--- config.mk ---
export PLATFORM = sky130hd
export DESIGN_NAME = pipeline_top
export DESIGN_NICKNAME = d
export VERILOG_FILES = /design/src/isa_pkg.sv /design/src/pipe_pkg.sv /design/src/decode_unit.sv /design/src/reg_file.sv /design/src/id_ex_reg.sv /design/src/hazard_unit.sv /design/src/forwarding_unit.sv /design/src/ex_stage.sv /design/src/mem_wb_stage.sv /design/src/pipeline_top.sv
export SDC_FILE = /design/constraint.sdc
export NUM_CORES = 2
export LEC_CHECK = 0
export BUFFER_PORTS_ARGS = -buffer_cell sky130_fd_sc_hd__buf_4
export CAP_MARGIN = 20
export CORE_MARGIN = 2
export CORE_UTILIZATION = 60
export DETAILED_ROUTE_END_ITERATION = 7
export GPL_ROUTABILITY_DRIVEN = 1
export PLACE_DENSITY = 0.86
export SYNTH_ARGS = -nofsm -noshare
export SYNTH_HDL_FRONTEND = slang
export SYNTH_SLANG_ARGS = --single-unit
--- constraint.sdc ---
create_clock -name clk -period 7.5 [get_ports clk]
set_input_delay 0.375 -clock clk [delete_from_list [all_inputs] [get_ports clk]]
set_output_delay 0.375 -clock clk [all_outputs]
set_load 0.02 [all_outputs]
--- src/isa_pkg.sv ---
package isa_pkg;

    localparam int DATA_WIDTH      = 16;                    // data path and instruction word
    localparam int REG_ADDR_WIDTH  = 3;                     // register index
    localparam int NUM_REGS        = 2 ** REG_ADDR_WIDTH;   // r0 hardwired to zero
    localparam int DMEM_DEPTH      = 64;                    // data memory words
    localparam int DMEM_ADDR_WIDTH = $clog2(DMEM_DEPTH);    // low address bits used
    localparam int OPCODE_WIDTH    = 4;
    localparam int FUNCT_WIDTH     = 3;
    localparam int IMM_WIDTH       = 6;                     // signed immediate of i-type

    typedef logic [DATA_WIDTH-1:0]     data_t;
    typedef logic [REG_ADDR_WIDTH-1:0] reg_idx_t;

    typedef enum logic [OPCODE_WIDTH-1:0] {
        op_nop  = 4'h0,
        op_alu  = 4'h1,                                     // r-type, funct picks the operation
        op_addi = 4'h2,
        op_lw   = 4'h3,
        op_sw   = 4'h4
    } opcode_e;

    // funct field of r-type, reused as the alu control word
    typedef enum logic [FUNCT_WIDTH-1:0] {
        alu_add = 3'd0,
        alu_sub = 3'd1,
        alu_and = 3'd2,
        alu_or  = 3'd3,
        alu_xor = 3'd4,
        alu_slt = 3'd5                                      // signed compare
    } alu_func_e;

    typedef struct packed {
        opcode_e   opcode;
        reg_idx_t  rd;
        reg_idx_t  rs1;
        reg_idx_t  rs2;
        alu_func_e funct;
    } r_instr_t;

    typedef struct packed {
        opcode_e                opcode;
        reg_idx_t               rd_rs2;                     // rd for addi/lw, rs2 for sw
        reg_idx_t               rs1;                        // base for lw/sw
        logic [IMM_WIDTH-1:0]   imm6;
    } i_instr_t;

    typedef union packed {
        r_instr_t r;
        i_instr_t i;
    } instr_u;

endpackage

--- src/pipe_pkg.sv ---
package pipe_pkg;
    import isa_pkg::*;

    localparam int HAZD_WIDTH     = 2;
    localparam int HAZD_HOLD_BIT  = 0;                      // discard id result, keep id/ex
    localparam int HAZD_NO_OP_BIT = 1;                      // ex does nothing this cycle

    typedef struct packed {
        logic read;                                         // load
        logic write;                                        // store
    } mem_ctrl_t;

    typedef struct packed {
        logic      reg_write_enable;
        mem_ctrl_t mem_ctrl;
        alu_func_e alu_control;
        data_t     operand_1;                               // rs1 value
        data_t     operand_2;                               // rs2 value or sign-extended imm
        data_t     store_data;                              // rs2 value for sw
        reg_idx_t  reg_1_idx;                               // zero when rs1 unused
        reg_idx_t  reg_2_idx;                               // zero when rs2 unused
        reg_idx_t  reg_dest_idx;
    } id_ex_t;

    typedef struct packed {
        logic      valid;
        logic      reg_write_enable;
        mem_ctrl_t mem_ctrl;
        data_t     alu_result;                              // also the memory address
        data_t     store_data;
        reg_idx_t  reg_dest_idx;
    } ex_mem_t;

    typedef struct packed {
        logic     valid;                                    // never set for r0
        reg_idx_t dest;
        data_t    data;
    } wb_t;

    typedef enum logic [1:0] {
        fwd_none = 2'd0,
        fwd_mem  = 2'd1,
        fwd_wb   = 2'd2
    } fwd_sel_e;

endpackage

--- src/decode_unit.sv ---
`timescale 1ns/1ns

module decode_unit (
    input  isa_pkg::instr_u   instr,
    input  logic              instr_valid,
    input  isa_pkg::data_t    rd_data_1,                    // from reg_file
    input  isa_pkg::data_t    rd_data_2,
    output isa_pkg::reg_idx_t rd_idx_1,                     // to reg_file and hazard_unit
    output isa_pkg::reg_idx_t rd_idx_2,
    output logic              id_no_op,                     // idle input becomes a bubble
    output pipe_pkg::id_ex_t  id_payload
);
    import isa_pkg::*;
    import pipe_pkg::*;

    opcode_e   opcode;                                      // same bits in both views
    data_t     imm_ext;
    logic      use_imm;                                     // operand_2 from imm
    logic      write_en;
    mem_ctrl_t mem_ctrl;
    alu_func_e alu_ctrl;
    reg_idx_t  dest_idx;

    assign opcode   = instr.r.opcode;
    assign id_no_op = ~instr_valid;
    assign imm_ext  = {{(DATA_WIDTH - IMM_WIDTH){instr.i.imm6[IMM_WIDTH-1]}}, instr.i.imm6};

    // control unit and index mux
    always_comb begin
        rd_idx_1 = '0;                                      // r0 never causes a stall
        rd_idx_2 = '0;
        use_imm  = 1'b1;
        write_en = 1'b0;
        mem_ctrl = '0;
        alu_ctrl = alu_add;                                 // address add for lw/sw
        dest_idx = '0;
        if (instr_valid) begin
            case (opcode)
                op_alu: begin
                    rd_idx_1 = instr.r.rs1;
                    rd_idx_2 = instr.r.rs2;
                    use_imm  = 1'b0;
                    write_en = 1'b1;
                    alu_ctrl = instr.r.funct;
                    dest_idx = instr.r.rd;
                end
                op_addi, op_lw: begin
                    rd_idx_1      = instr.i.rs1;
                    write_en      = 1'b1;
                    mem_ctrl.read = (opcode == op_lw);
                    dest_idx      = instr.i.rd_rs2;
                end
                op_sw: begin
                    rd_idx_1       = instr.i.rs1;
                    rd_idx_2       = instr.i.rd_rs2;        // store data register
                    mem_ctrl.write = 1'b1;
                end
                default: ;                                  // nop and unused codes
            endcase
        end
    end

    assign id_payload = '{
        reg_write_enable: write_en,
        mem_ctrl:         mem_ctrl,
        alu_control:      alu_ctrl,
        operand_1:        rd_data_1,
        operand_2:        use_imm ? imm_ext : rd_data_2,
        store_data:       rd_data_2,
        reg_1_idx:        rd_idx_1,
        reg_2_idx:        rd_idx_2,
        reg_dest_idx:     dest_idx
    };

endmodule

--- src/reg_file.sv ---
`timescale 1ns/1ns

module reg_file (
    input  logic              clk,
    input  logic              rst_n,
    input  isa_pkg::reg_idx_t rd_idx_1,
    input  isa_pkg::reg_idx_t rd_idx_2,
    output isa_pkg::data_t    rd_data_1,
    output isa_pkg::data_t    rd_data_2,
    input  pipe_pkg::wb_t     wb                            // write port
);
    import isa_pkg::*;

    data_t regs [NUM_REGS];
    logic  wr_en;                                           // r0 is never written

    assign wr_en = wb.valid && (wb.dest != '0);

    always_ff @(posedge clk) begin
        if (!rst_n) begin
            regs <= '{default: '0};
        end else if (wr_en) begin
            regs[wb.dest] <= wb.data;
        end
    end

    // write-through so id sees a value in the cycle it is written
    assign rd_data_1 = (wr_en && wb.dest == rd_idx_1) ? wb.data : regs[rd_idx_1];
    assign rd_data_2 = (wr_en && wb.dest == rd_idx_2) ? wb.data : regs[rd_idx_2];

    a_r0_reads_zero: assert property (@(posedge clk) disable iff (!rst_n)
        (rd_idx_1 == '0 -> rd_data_1 == '0) && (rd_idx_2 == '0 -> rd_data_2 == '0));

endmodule

--- src/id_ex_reg.sv ---
`timescale 1ns/1ns

module id_ex_reg (
    input  logic                               clk,
    input  logic                               rst_n,
    input  logic [pipe_pkg::HAZD_WIDTH-1:0]    hazard_control,  // from hazard_unit
    input  logic                               id_no_op,        // idle input
    input  pipe_pkg::id_ex_t                   id_payload,      // from decode_unit
    output logic                               ex_no_op,        // bubble in ex
    output pipe_pkg::id_ex_t                   ex_payload       // to ex_stage and forwarding
);
    import pipe_pkg::*;

    logic hold;

    assign hold = hazard_control[HAZD_HOLD_BIT];

    always_ff @(posedge clk) begin
        if (!rst_n) begin
            ex_payload <= '0;                               // no write, no memory access
            ex_no_op   <= 1'b0;
        end else begin
            if (!hold) begin
                ex_payload <= id_payload;                   // held payload stays for replay
            end
            ex_no_op <= hazard_control[HAZD_NO_OP_BIT] | id_no_op;
        end
    end

    // a stalled load keeps its payload, the bubble behind it is marked by ex_no_op
    a_hold_keeps_payload: assert property (@(posedge clk) disable iff (!rst_n)
        hold |=> $stable(ex_payload));

endmodule

--- src/hazard_unit.sv ---
`timescale 1ns/1ns

module hazard_unit (
    input  logic                            clk,            // assertion sampling only
    input  logic                            rst_n,
    input  logic                            ex_mem_read,    // load in ex
    input  isa_pkg::reg_idx_t               ex_dest_idx,
    input  logic                            ex_no_op,
    input  isa_pkg::reg_idx_t               id_idx_1,
    input  isa_pkg::reg_idx_t               id_idx_2,
    input  logic                            id_uses_rs2,
    output logic [pipe_pkg::HAZD_WIDTH-1:0] hazard_control,
    output logic                            instr_ready
);
    import pipe_pkg::*;

    logic load_in_ex;
    logic load_use;

    assign load_in_ex = ex_mem_read && !ex_no_op && (ex_dest_idx != '0);
    assign load_use   = load_in_ex &&
                        ((ex_dest_idx == id_idx_1) ||
                         (id_uses_rs2 && ex_dest_idx == id_idx_2));

    assign hazard_control[HAZD_HOLD_BIT]  = load_use;
    assign hazard_control[HAZD_NO_OP_BIT] = load_use;  // bubble behind the load
    assign instr_ready                    = ~hazard_control[HAZD_HOLD_BIT];

    // the bubble clears the hazard, so a stall is one cycle long
    a_stall_one_cycle: assert property (@(posedge clk) disable iff (!rst_n)
        hazard_control[HAZD_HOLD_BIT] |=> !hazard_control[HAZD_HOLD_BIT]);

endmodule

--- src/forwarding_unit.sv ---
`timescale 1ns/1ns

module forwarding_unit (
    input  isa_pkg::reg_idx_t  ex_idx_1,
    input  isa_pkg::reg_idx_t  ex_idx_2,
    input  pipe_pkg::ex_mem_t  mem_stage,                   // one instruction ahead
    input  pipe_pkg::wb_t      wb,                          // two instructions ahead
    output pipe_pkg::fwd_sel_e fwd_sel_1,
    output pipe_pkg::fwd_sel_e fwd_sel_2
);
    import isa_pkg::*;
    import pipe_pkg::*;

    logic mem_writes;                                       // alu result ready in mem

    // a load in mem can't be a source, the stall keeps it out
    assign mem_writes = mem_stage.valid && mem_stage.reg_write_enable &&
                        !mem_stage.mem_ctrl.read;

    function automatic fwd_sel_e pick_source(reg_idx_t idx);
        fwd_sel_e sel;
        sel = fwd_none;
        if (idx != '0) begin
            if (mem_writes && mem_stage.reg_dest_idx == idx) begin
                sel = fwd_mem;                              // most recent writer wins
            end else if (wb.valid && wb.dest == idx) begin
                sel = fwd_wb;
            end
        end
        return sel;
    endfunction

    assign fwd_sel_1 = pick_source(ex_idx_1);
    assign fwd_sel_2 = pick_source(ex_idx_2);

endmodule

--- src/ex_stage.sv ---
`timescale 1ns/1ns

module ex_stage (
    input  logic               ex_no_op,
    input  pipe_pkg::id_ex_t   ex_payload,
    input  pipe_pkg::fwd_sel_e fwd_sel_1,
    input  pipe_pkg::fwd_sel_e fwd_sel_2,
    input  isa_pkg::data_t     mem_fwd_data,                // alu result in mem
    input  isa_pkg::data_t     wb_fwd_data,                 // wb stream data
    output pipe_pkg::ex_mem_t  ex_result
);
    import isa_pkg::*;
    import pipe_pkg::*;

    data_t alu_a;
    data_t alu_b;
    data_t rs2_value;                                       // forwarded rs2
    data_t alu_y;

    function automatic data_t fwd_mux(fwd_sel_e sel, data_t id_value);
        case (sel)
            fwd_mem: return mem_fwd_data;
            fwd_wb:  return wb_fwd_data;
            default: return id_value;
        endcase
    endfunction

    assign alu_a     = fwd_mux(fwd_sel_1, ex_payload.operand_1);
    assign rs2_value = fwd_mux(fwd_sel_2, ex_payload.store_data);
    // sw keeps its offset here, rs2 only feeds the store data
    assign alu_b     = ex_payload.mem_ctrl.write ? ex_payload.operand_2
                                                 : fwd_mux(fwd_sel_2, ex_payload.operand_2);

    always_comb begin
        case (ex_payload.alu_control)
            alu_add: alu_y = alu_a + alu_b;                 // also lw/sw address
            alu_sub: alu_y = alu_a - alu_b;                 // wraps mod 2^16
            alu_and: alu_y = alu_a & alu_b;
            alu_or:  alu_y = alu_a | alu_b;
            alu_xor: alu_y = alu_a ^ alu_b;
            alu_slt: alu_y = {{(DATA_WIDTH - 1){1'b0}}, $signed(alu_a) < $signed(alu_b)};
            default: alu_y = '0;
        endcase
    end

    assign ex_result = '{
        valid:            ~ex_no_op,                        // bubble carries nothing
        reg_write_enable: ex_payload.reg_write_enable,
        mem_ctrl:         ex_payload.mem_ctrl,
        alu_result:       alu_y,
        store_data:       rs2_value,
        reg_dest_idx:     ex_payload.reg_dest_idx
    };

endmodule

--- src/mem_wb_stage.sv ---
`timescale 1ns/1ns

module mem_wb_stage (
    input  logic              clk,
    input  logic              rst_n,
    input  pipe_pkg::ex_mem_t ex_result,                    // from ex_stage
    output pipe_pkg::ex_mem_t mem_stage,                    // ex/mem register
    output pipe_pkg::wb_t     wb                            // mem/wb register
);
    import isa_pkg::*;
    import pipe_pkg::*;

    data_t                      dmem [DMEM_DEPTH];
    logic [DMEM_ADDR_WIDTH-1:0] wr_addr;
    logic [DMEM_ADDR_WIDTH-1:0] rd_addr;
    data_t                      load_data;

    assign wr_addr = ex_result.alu_result[DMEM_ADDR_WIDTH-1:0];
    assign rd_addr = mem_stage.alu_result[DMEM_ADDR_WIDTH-1:0];

    // ex/mem register
    always_ff @(posedge clk) begin
        mem_stage <= ex_result;
        if (!rst_n) begin
            mem_stage.valid <= 1'b0;
        end
    end

    // store lands at the ex/mem edge so a load right behind sees it
    always_ff @(posedge clk) begin
        if (ex_result.valid && ex_result.mem_ctrl.write) begin
            dmem[wr_addr] <= ex_result.store_data;
        end
    end

    assign load_data = dmem[rd_addr];                       // async read

    // mem/wb register
    always_ff @(posedge clk) begin
        if (!rst_n) begin
            wb.valid <= 1'b0;
        end else begin
            wb.valid <= mem_stage.valid && mem_stage.reg_write_enable &&
                        (mem_stage.reg_dest_idx != '0);     // r0 writes dropped
        end
        wb.dest <= mem_stage.reg_dest_idx;
        wb.data <= mem_stage.mem_ctrl.read ? load_data : mem_stage.alu_result;
    end

    // decode never pairs a store with a register write
    a_store_no_write: assert property (@(posedge clk) disable iff (!rst_n)
        (mem_stage.valid && mem_stage.mem_ctrl.write) |-> !mem_stage.reg_write_enable);

endmodule

--- src/pipeline_top.sv ---
`timescale 1ns/1ns

module pipeline_top (
    input  logic            clk,
    input  logic            rst_n,
    input  logic            instr_valid,
    input  isa_pkg::instr_u instr,
    output logic            instr_ready,
    output pipe_pkg::wb_t   wb
);
    import isa_pkg::*;
    import pipe_pkg::*;

    reg_idx_t              rd_idx_1;
    reg_idx_t              rd_idx_2;
    data_t                 rd_data_1;
    data_t                 rd_data_2;
    logic                  id_no_op;
    logic                  ex_no_op;
    id_ex_t                id_payload;
    id_ex_t                ex_payload;
    logic [HAZD_WIDTH-1:0] hazard_control;
    fwd_sel_e              fwd_sel_1;
    fwd_sel_e              fwd_sel_2;
    ex_mem_t               ex_result;
    ex_mem_t               mem_stage;

    decode_unit u_decode (
        .instr, .instr_valid, .rd_data_1, .rd_data_2,
        .rd_idx_1, .rd_idx_2, .id_no_op, .id_payload
    );

    reg_file u_reg_file (
        .clk, .rst_n, .rd_idx_1, .rd_idx_2, .rd_data_1, .rd_data_2, .wb
    );

    hazard_unit u_hazard (
        .clk, .rst_n,
        .ex_mem_read    (ex_payload.mem_ctrl.read),
        .ex_dest_idx    (ex_payload.reg_dest_idx),
        .ex_no_op,
        .id_idx_1       (rd_idx_1),
        .id_idx_2       (rd_idx_2),
        .id_uses_rs2    (id_payload.reg_2_idx != '0),       // zeroed by decode when unused
        .hazard_control, .instr_ready
    );

    id_ex_reg u_id_ex (
        .clk, .rst_n, .hazard_control, .id_no_op, .id_payload, .ex_no_op, .ex_payload
    );

    forwarding_unit u_forward (
        .ex_idx_1 (ex_payload.reg_1_idx),
        .ex_idx_2 (ex_payload.reg_2_idx),
        .mem_stage, .wb, .fwd_sel_1, .fwd_sel_2
    );

    ex_stage u_ex (
        .ex_no_op, .ex_payload, .fwd_sel_1, .fwd_sel_2,
        .mem_fwd_data (mem_stage.alu_result),
        .wb_fwd_data  (wb.data),
        .ex_result
    );

    mem_wb_stage u_mem_wb (
        .clk, .rst_n, .ex_result, .mem_stage, .wb
    );

endmodule

# Word level (Yosys, flattened, before mapping)
# Memories as Yosys holds them, arrays and structs flattened. A register that Yosys moved wholly into a read port is not among the register bits.
# Index checks and enable logic that the tools add are counted.
[word_totals]
ff_bits = 234
latchBits = 0
ram_bits = 1024
rom_bits = 0
in_bits = 19
word_cells = 136
n_memories = 1
[mem_list]
columns = ["name", "words", "word_bits", "rd", "rd_clocked_by_memory_dff", "write_ports", "line_no", "source"]
rows = [
  ["u_mem_wb.dmem", 64, 16, 1, 1, 1, "mem_wb_stage.sv:13", "data_t dmem [DMEM_DEPTH];"],
]
[op_classes]
n_addsub = 2
mul = 0
n_div = 0
n_lt_le_gt_ge = 5
eq_ne = 21
n_shift = 0
mux = 41
bitwise_logic = 10
reduce_logical = 29
[ops]
columns = ["cell", "count"]
rows = [
  ["$mux W16", 10],
  ["$bwmux W128", 1],
  ["$bmux W16 S3", 2],
  ["$pmux W16 S2", 3],
  ["$pmux W16 S6", 1],
  ["$demux W16 S3", 1],
  ["$eq A3 B3 Y1", 8],
  ["$mux W3", 7],
  ["$reduce_bool A3 Y1", 6],
  ["$add A16 B16 Y16", 1],
  ["$and A16 B16 Y16", 1],
  ["$logic_and A1 B1 Y1", 16],
  ["$lt A16 B16 Y1", 1],
  ["$or A16 B16 Y16", 1],
  ["$sub A16 B16 Y16", 1],
  ["$xor A16 B16 Y16", 1],
  ["$mux W2", 7],
  ["$ge A4 B4 Y1 const B", 3],
  ["$not A3 Y4", 3],
  ["$eq A4 B2 Y1 const B", 2],
  ["$mux W1", 8],
  ["$eq A3 B2 Y1 const B", 2],
  ["$eq A3 B3 Y1 const B", 2],
  ["$pmux W3 S2", 1],
  ["14 further kinds", 19],
]

# Longest topological paths before layout
[logic_depth]
ltp_word = 10
ltp_mapped = 25
ltp_nobuf = 22

# Cells and area by module
# From an unflattened synthesis, not the netlist that was laid out.
[unflattened]
cells_unflattened = 3343
area_unflattened_um2 = 54646.2
[by_module_without_submodules]
columns = ["mod", "n_inst", "cells_each", "area_per_inst_um2", "seq_area_each_um2"]
rows = [
  ["mem_wb_stage", 1, 1769, 40621.5, 31930.6],
  ["reg_file", 1, 714, 7191.9, 2562.5],
  ["ex_stage", 1, 532, 3385.7, 0.0],
  ["id_ex_reg", 1, 205, 2472.4, 1281.2],
  ["decode_unit", 1, 83, 654.4, 0.0],
  ["forwarding_unit", 1, 25, 205.2, 0.0],
  ["hazard_unit", 1, 14, 108.9, 0.0],
  ["pipeline_top", 1, 1, 6.3, 0.0],
]

# Worst setup path before layout
# OpenSTA, ideal clock, no wires.
[synth_path]
path_kind = "reg-to-reg"
from = "register u_mem_wb.wb[17] (netlist name)"
to = "memory u_mem_wb.dmem[11][0] (netlist name), enable pin"
arrival_time_ns = 6.503
required_ns = 7.070
slack_ns = 0.567
stages_incl_launch_ff = 23
path_buffers = 5
period_less_slack_ns = 6.933
path_cell_list = "dfxtp_1 -> clkbuf_1 -> clkbuf_1 -> xnor2_1 -> and3_1 -> o2111ai_1 -> ha_1 -> clkbuf_1 -> nor2_1 -> clkbuf_1 -> nor2_1 -> a21oi_1 -> ha_1 -> inv_1 -> fa_1 -> nand2b_1 -> a2111oi_2 -> o2111ai_1 -> and2_1 -> a211oi_1 -> o41a_2 -> buf_2 -> nor4_1"
[synth_via]
elab_chain_len = 10
[synth_lines]
columns = ["element", "line_no", "source"]
rows = [
  ["$eq A3 B3 Y1", "forwarding_unit.sv:26", "end else if (wb.valid && wb.dest == idx) begin"],
  ["$logic_and A1 B1 Y1", "forwarding_unit.sv:26", ""],
  ["$mux W2", "forwarding_unit.sv:26", ""],
  ["$mux W2", "forwarding_unit.sv:24", "if (mem_writes && mem_stage.reg_dest_idx == idx) begin"],
  ["$mux W2", "forwarding_unit.sv:23", "if (idx != '0) begin"],
  ["$eq A2 B2 Y1 or $eq A2 B1 Y1 (tied branches)", "ex_stage.sv:21", "case (sel)"],
  ["$pmux W16 S2", "ex_stage.sv:21", ""],
  ["$mux W16", "ex_stage.sv:31", "assign alu_b = ex_payload.mem_ctrl.write ? ex_payload.operand_2"],
  ["$sub A16 B16 Y16, or another cell as far along", "ex_stage.sv:37", "alu_sub: alu_y = alu_a - alu_b;"],
  ["$pmux W16 S6 (*)", "ex_stage.sv:35", "case (ex_payload.alu_control)"],
  ["to (decl)", "mem_wb_stage.sv:13", ""],
]
# Mark *: on every way between the ends. The rest lies on a longest branch, timed or not.

# Final worst setup path
[layout_path]
from = "register u_mem_wb.wb[17] (netlist name)"
to = "memory u_mem_wb.dmem[51][7] (netlist name), enable pin"
[layout_via]
elab_chain_len = 10
[layout_lines]
columns = ["element", "line_no"]
rows = [
  ["$eq A3 B3 Y1", "forwarding_unit.sv:26"],
  ["$logic_and A1 B1 Y1", "forwarding_unit.sv:26"],
  ["$mux W2", "forwarding_unit.sv:26"],
  ["$mux W2", "forwarding_unit.sv:24"],
  ["$mux W2", "forwarding_unit.sv:23"],
  ["$eq A2 B2 Y1 or $eq A2 B1 Y1 (tied branches)", "ex_stage.sv:21"],
  ["$pmux W16 S2", "ex_stage.sv:21"],
  ["$mux W16", "ex_stage.sv:31"],
  ["$sub A16 B16 Y16, or another cell as far along", "ex_stage.sv:37"],
  ["$pmux W16 S6 (*)", "ex_stage.sv:35"],
]
# Marks and branches as above.

==> impl_summary.md <==
Timing
The fmax is 149 MHz. The minimum period implied by the final worst setup slack is 6720 ps. Measured against its own limit, the worst slew margin works out to 0.292. The number of pins exceeding their max-slew limit in the final report is 0.

Setup repair after global routing left no endpoint under its margin. The worst-case setup margin in the final layout is 777 ps. The total setup violations reported at the end of the flow is 0.

In the final timing run, aggregate negative setup slack is 0 ps. The final hold violation count came to 0. Of the available clock period, the critical path in the final layout requires 0.896. On the final layout, the worst clock skew is 65.3 ps. For the pin with the worst max-slew slack, the measured transition is 1060 ps.

Synthesis
The primary flip-flop cell chosen by synthesis mapping is sky130_fd_sc_hd__edfxtp_1. Of the total synthesized cell area, the portion taken by full adders, half adders and majority gates is 0.0129. The portion of netlist area occupied by mux cells is 0.170. The mapped cell area is 53700 um2. In this run, synthesis inferred 1024 flip-flops with an integrated enable. The synthesized flop and latch total is 1258. The dominant combinational cell family by area after synthesis is multiplexers. The number of distinct library cells after synthesis is 84.

The instance count of the mapped netlist is 3374. The simple-gate share of the synthesized area is 0.0544. Dividing the synthesized area by the synthesized cell count gives 15.9 um2. The Yosys step of the flow raised 0 warnings. Of the total synthesized cell area, the portion taken by XOR and XNOR cells is 0.00277. For this run, the register share of the synthesized area comes to 0.660. The number of nets in the synthesized netlist is 3447. The synthesized-area fraction occupied by ao, oa, aoi and oai cells is 0.0725. In the synthesized netlist the async set-or-reset flop fraction comes to 0.

Cells and area
The multi-input combinational cell area is 17400 um2. The final-layout fill cell count is 5391. At the end of the flow, the number of nets in the layout was 3499. The final core area utilization is 0.679. In the final layout, the share of cells above drive strength 1 is 0.254.

In the final layout, flip-flops and latches occupy 35500 um2. The area growth from synthesis to layout is 11.9%. Summing all non-filler instances in the final layout gives an area of 60100 um2. The library cells used most frequently in the layout, excluding fill and tap cells, are 1024 x sky130_fd_sc_hd__edfxtp_1, 337 x sky130_fd_sc_hd__nand2_1, 331 x sky130_fd_sc_hd__mux4_2.

The library cell used most frequently in the layout, excluding fill and tap cells, is sky130_fd_sc_hd__edfxtp_1.

Detailed routing
After detailed routing, the number of vias per cell comes to 7.24. The number of DRC markers in iteration 0 is 5477. The count of antenna-violating nets left after detailed routing is 0.

The number of detailed-routing iterations run before antenna repair is 7. The routed layout has 34000 vias. After detailed routing, the number of remaining DRC violations is 0. Wires add up to 155 mm. The average wire length per cell after detail routing is 33.1 um.

Critical path
The largest individual stage delay along the critical path comes from the cell sky130_fd_sc_hd__nor4_2. The required arrival time at the worst endpoint is 7920 ps. The buffering stage count on the worst path with inverters included is 3. The cell family contributing the most delay on the critical path is simple AND/OR/NAND/NOR gates.

The category of the worst setup path launch point is a flop. Walking the worst path, the cells encountered are nor3b_1 > a21oi_1 > nor3_1 > o2111ai_1 > ha_2 > nor2_2 > nor2_1 > a21oi_1 > ha_1 > inv_1 > fa_1 > nand2b_1 > a2111oi_2 > o2111ai_1 > and2_1 > a211oi_1 > o41a_2 > buf_4 > nor4_2 > buf_4. The critical path arrival is 7140 ps. In this run the worst path has a maximum fanout of 32.

The critical setup path kind is reg2reg. The stage delay of the slowest cell on the critical path is 830 ps. STA classifies the critical path endpoint as a flop.

Power and ir drop
Total power for the finished layout comes to 14.8 mW. The worst supply voltage drop on vdd is 211 uV. In this run the static leakage power is 17.6 nW. The power density normalized to cell area is 246 nW/um2.

Global route
The number of global-route vias before repair was 32600. The number of antenna violations at the first check in global routing is 17. The first-pass GRT wire length is 226 mm.

The largest net degree at the start of global routing is 130. The overall fraction of global-route tracks in use is 0.340. The final global-route overflow total is 0.

Clock network
The clock root buffer is sky130_fd_sc_hd__clkbuf_16. TritonCTS built the clock tree. After clock tree synthesis, the clock-pin slew on the worst setup and hold paths is 60 ps. The deepest level of the CTS H-tree is 3. The later-pin clock latency in the skew report is 740 ps.

The clock sink count is 1258. The number of gates resized after CTS was 0. Once the clock tree was built, the setup fixing pass inserted 0 buffers. No sink is reached through more buffers than the 3 on the longest clock path. The clock buffer count from CTS is 119. The hold buffer count at CTS is 4.

Floorplan
The initial cell density of the core is 0.607. The height of the die is 303 um. The area inside the core boundary is 88500 um2.

The x dimension of the die is 303 um. The I/O pin count is 40. The area of the die is 91900 um2.

The number of rows in the core area is 109.

Job
The number of violations of the max-capacitance limit is 0.

Placement
The final weighted congestion in routability-driven placement is 0.934. OpenSTA, run right after detailed placement, puts the worst setup slack at 974 ps. Summed over all nets, the half-perimeter wirelength after detailed placement is 88.3 mm.

The count of buffers from port buffering is 39. The total cell area at the placement stage is 56000 um2.

Run status
The flow ran to the end, and the final reports show no timing, DRC or antenna violations.

Hold path
The class of the tightest hold or removal check is in2reg.
-- stage by stage --
step           cells  hold WS [ps]
2_1_floorplan   3374           330
4_1_cts         4686          25.2
6_report        4694          44.8
3_3_place_gp    4461           339
5_1_grt         4691          45.2
3_5_place_dp    4461           341
-- flip-flops by register name (all words and copies together), names as in the netlist --
register,count
u_id_ex.ex_no_op,1
u_mem_wb.wb,20
u_id_ex.ex_payload,63
u_mem_wb.dmem,1024
u_reg_file.regs,128
u_mem_wb.mem_stage,22
-- cells in the mapped netlist, drive strengths merged (18+ instances only) --
library cell,instances,area share
a21o,21,0.0030
a21oi,167,0.016
a221oi,19,0.0031
a22oi,33,0.0047
and2,18,0.0021
buf,88,0.0087
clkbuf,167,0.012
dfxtp,234,0.087
edfxtp,1024,0.57
ha,52,0.012
inv,97,0.0068
mux2,95,0.020
mux2i,59,0.011
mux4,331,0.14
nand2,338,0.024
nand3,46,0.0043
nor2,66,0.0047
nor4,66,0.0078
o211ai,43,0.0064
o21ai,75,0.0071
o221ai,47,0.0077
o22ai,52,0.0062
o31a,20,0.0033
-- final cells by class --
class	count	area share
sequential	1258	0.590
multi-input combinational	1761	0.290
clock buffer	142	0.0510
tap	1165	0.0243
timing repair buffer	186	0.0241
clock inverter	79	0.0147
inverter	100	0.00627
antenna	3	0.000125
-- where the power goes --
group,internal [mW],leakage (nW),switching (mW),total [mW]
Combinational,0.394,5.91,0.613,1.01
Sequential,7.51,9.80,0.112,7.62
Clock,3.45,1.90,2.72,6.16
Total,11.3,17.6,3.44,14.8
-- layer usage --
metal  up-vias  routed length [um]  GRT usage
li1      13500                   -          -
met1     17000               52800      0.452
met2      2941               73800      0.535
met3       573               19200     0.0802
met4        20                9290      0.166
met5         -                 142          0
-- worst paths after layout --
| kind | slack [ps] | start | depth (start not counted) | to |
|---|---|---|---|---|
| max | 780 | u_mem_wb.wb[17]$_DFF_P_ | 20 | u_mem_wb.dmem[51][7]$_DFFE_PP_ |
| min reg2reg | 350 | u_id_ex.ex_payload[62]$_SDFFE_PN0N_ | 0 | u_mem_wb.mem_stage[37]$_DFF_P_ |
| max reg2reg | 780 | u_mem_wb.wb[17]$_DFF_P_ | 20 | u_mem_wb.dmem[51][7]$_DFFE_PP_ |
| min | 40 | instr[0] | 3 | u_id_ex.ex_payload[57]$_SDFFE_PN0N_ |
-- tightest hold or removal path, cell delays in order --
cell,delay [ps]
sky130_fd_sc_hd__buf_4,120
sky130_fd_sc_hd__o211ai_1,100
sky130_fd_sc_hd__a21oi_1,80
-- cells by family (layout without fill, tap and decap cells) --
family / after synthesis / in the layout
muxes: 485 / 485
AOI/OAI and AO/OA: 571 / 571
buffers and inverters: 355 / 507
xor gates and xnor gates: 17 / 17
other: 0 / 3
adders and majority gates: 54 / 54
DFF: 1258 / 1258
and+or+nand+nor: 634 / 634
Power figures use the tool's default switching activity.
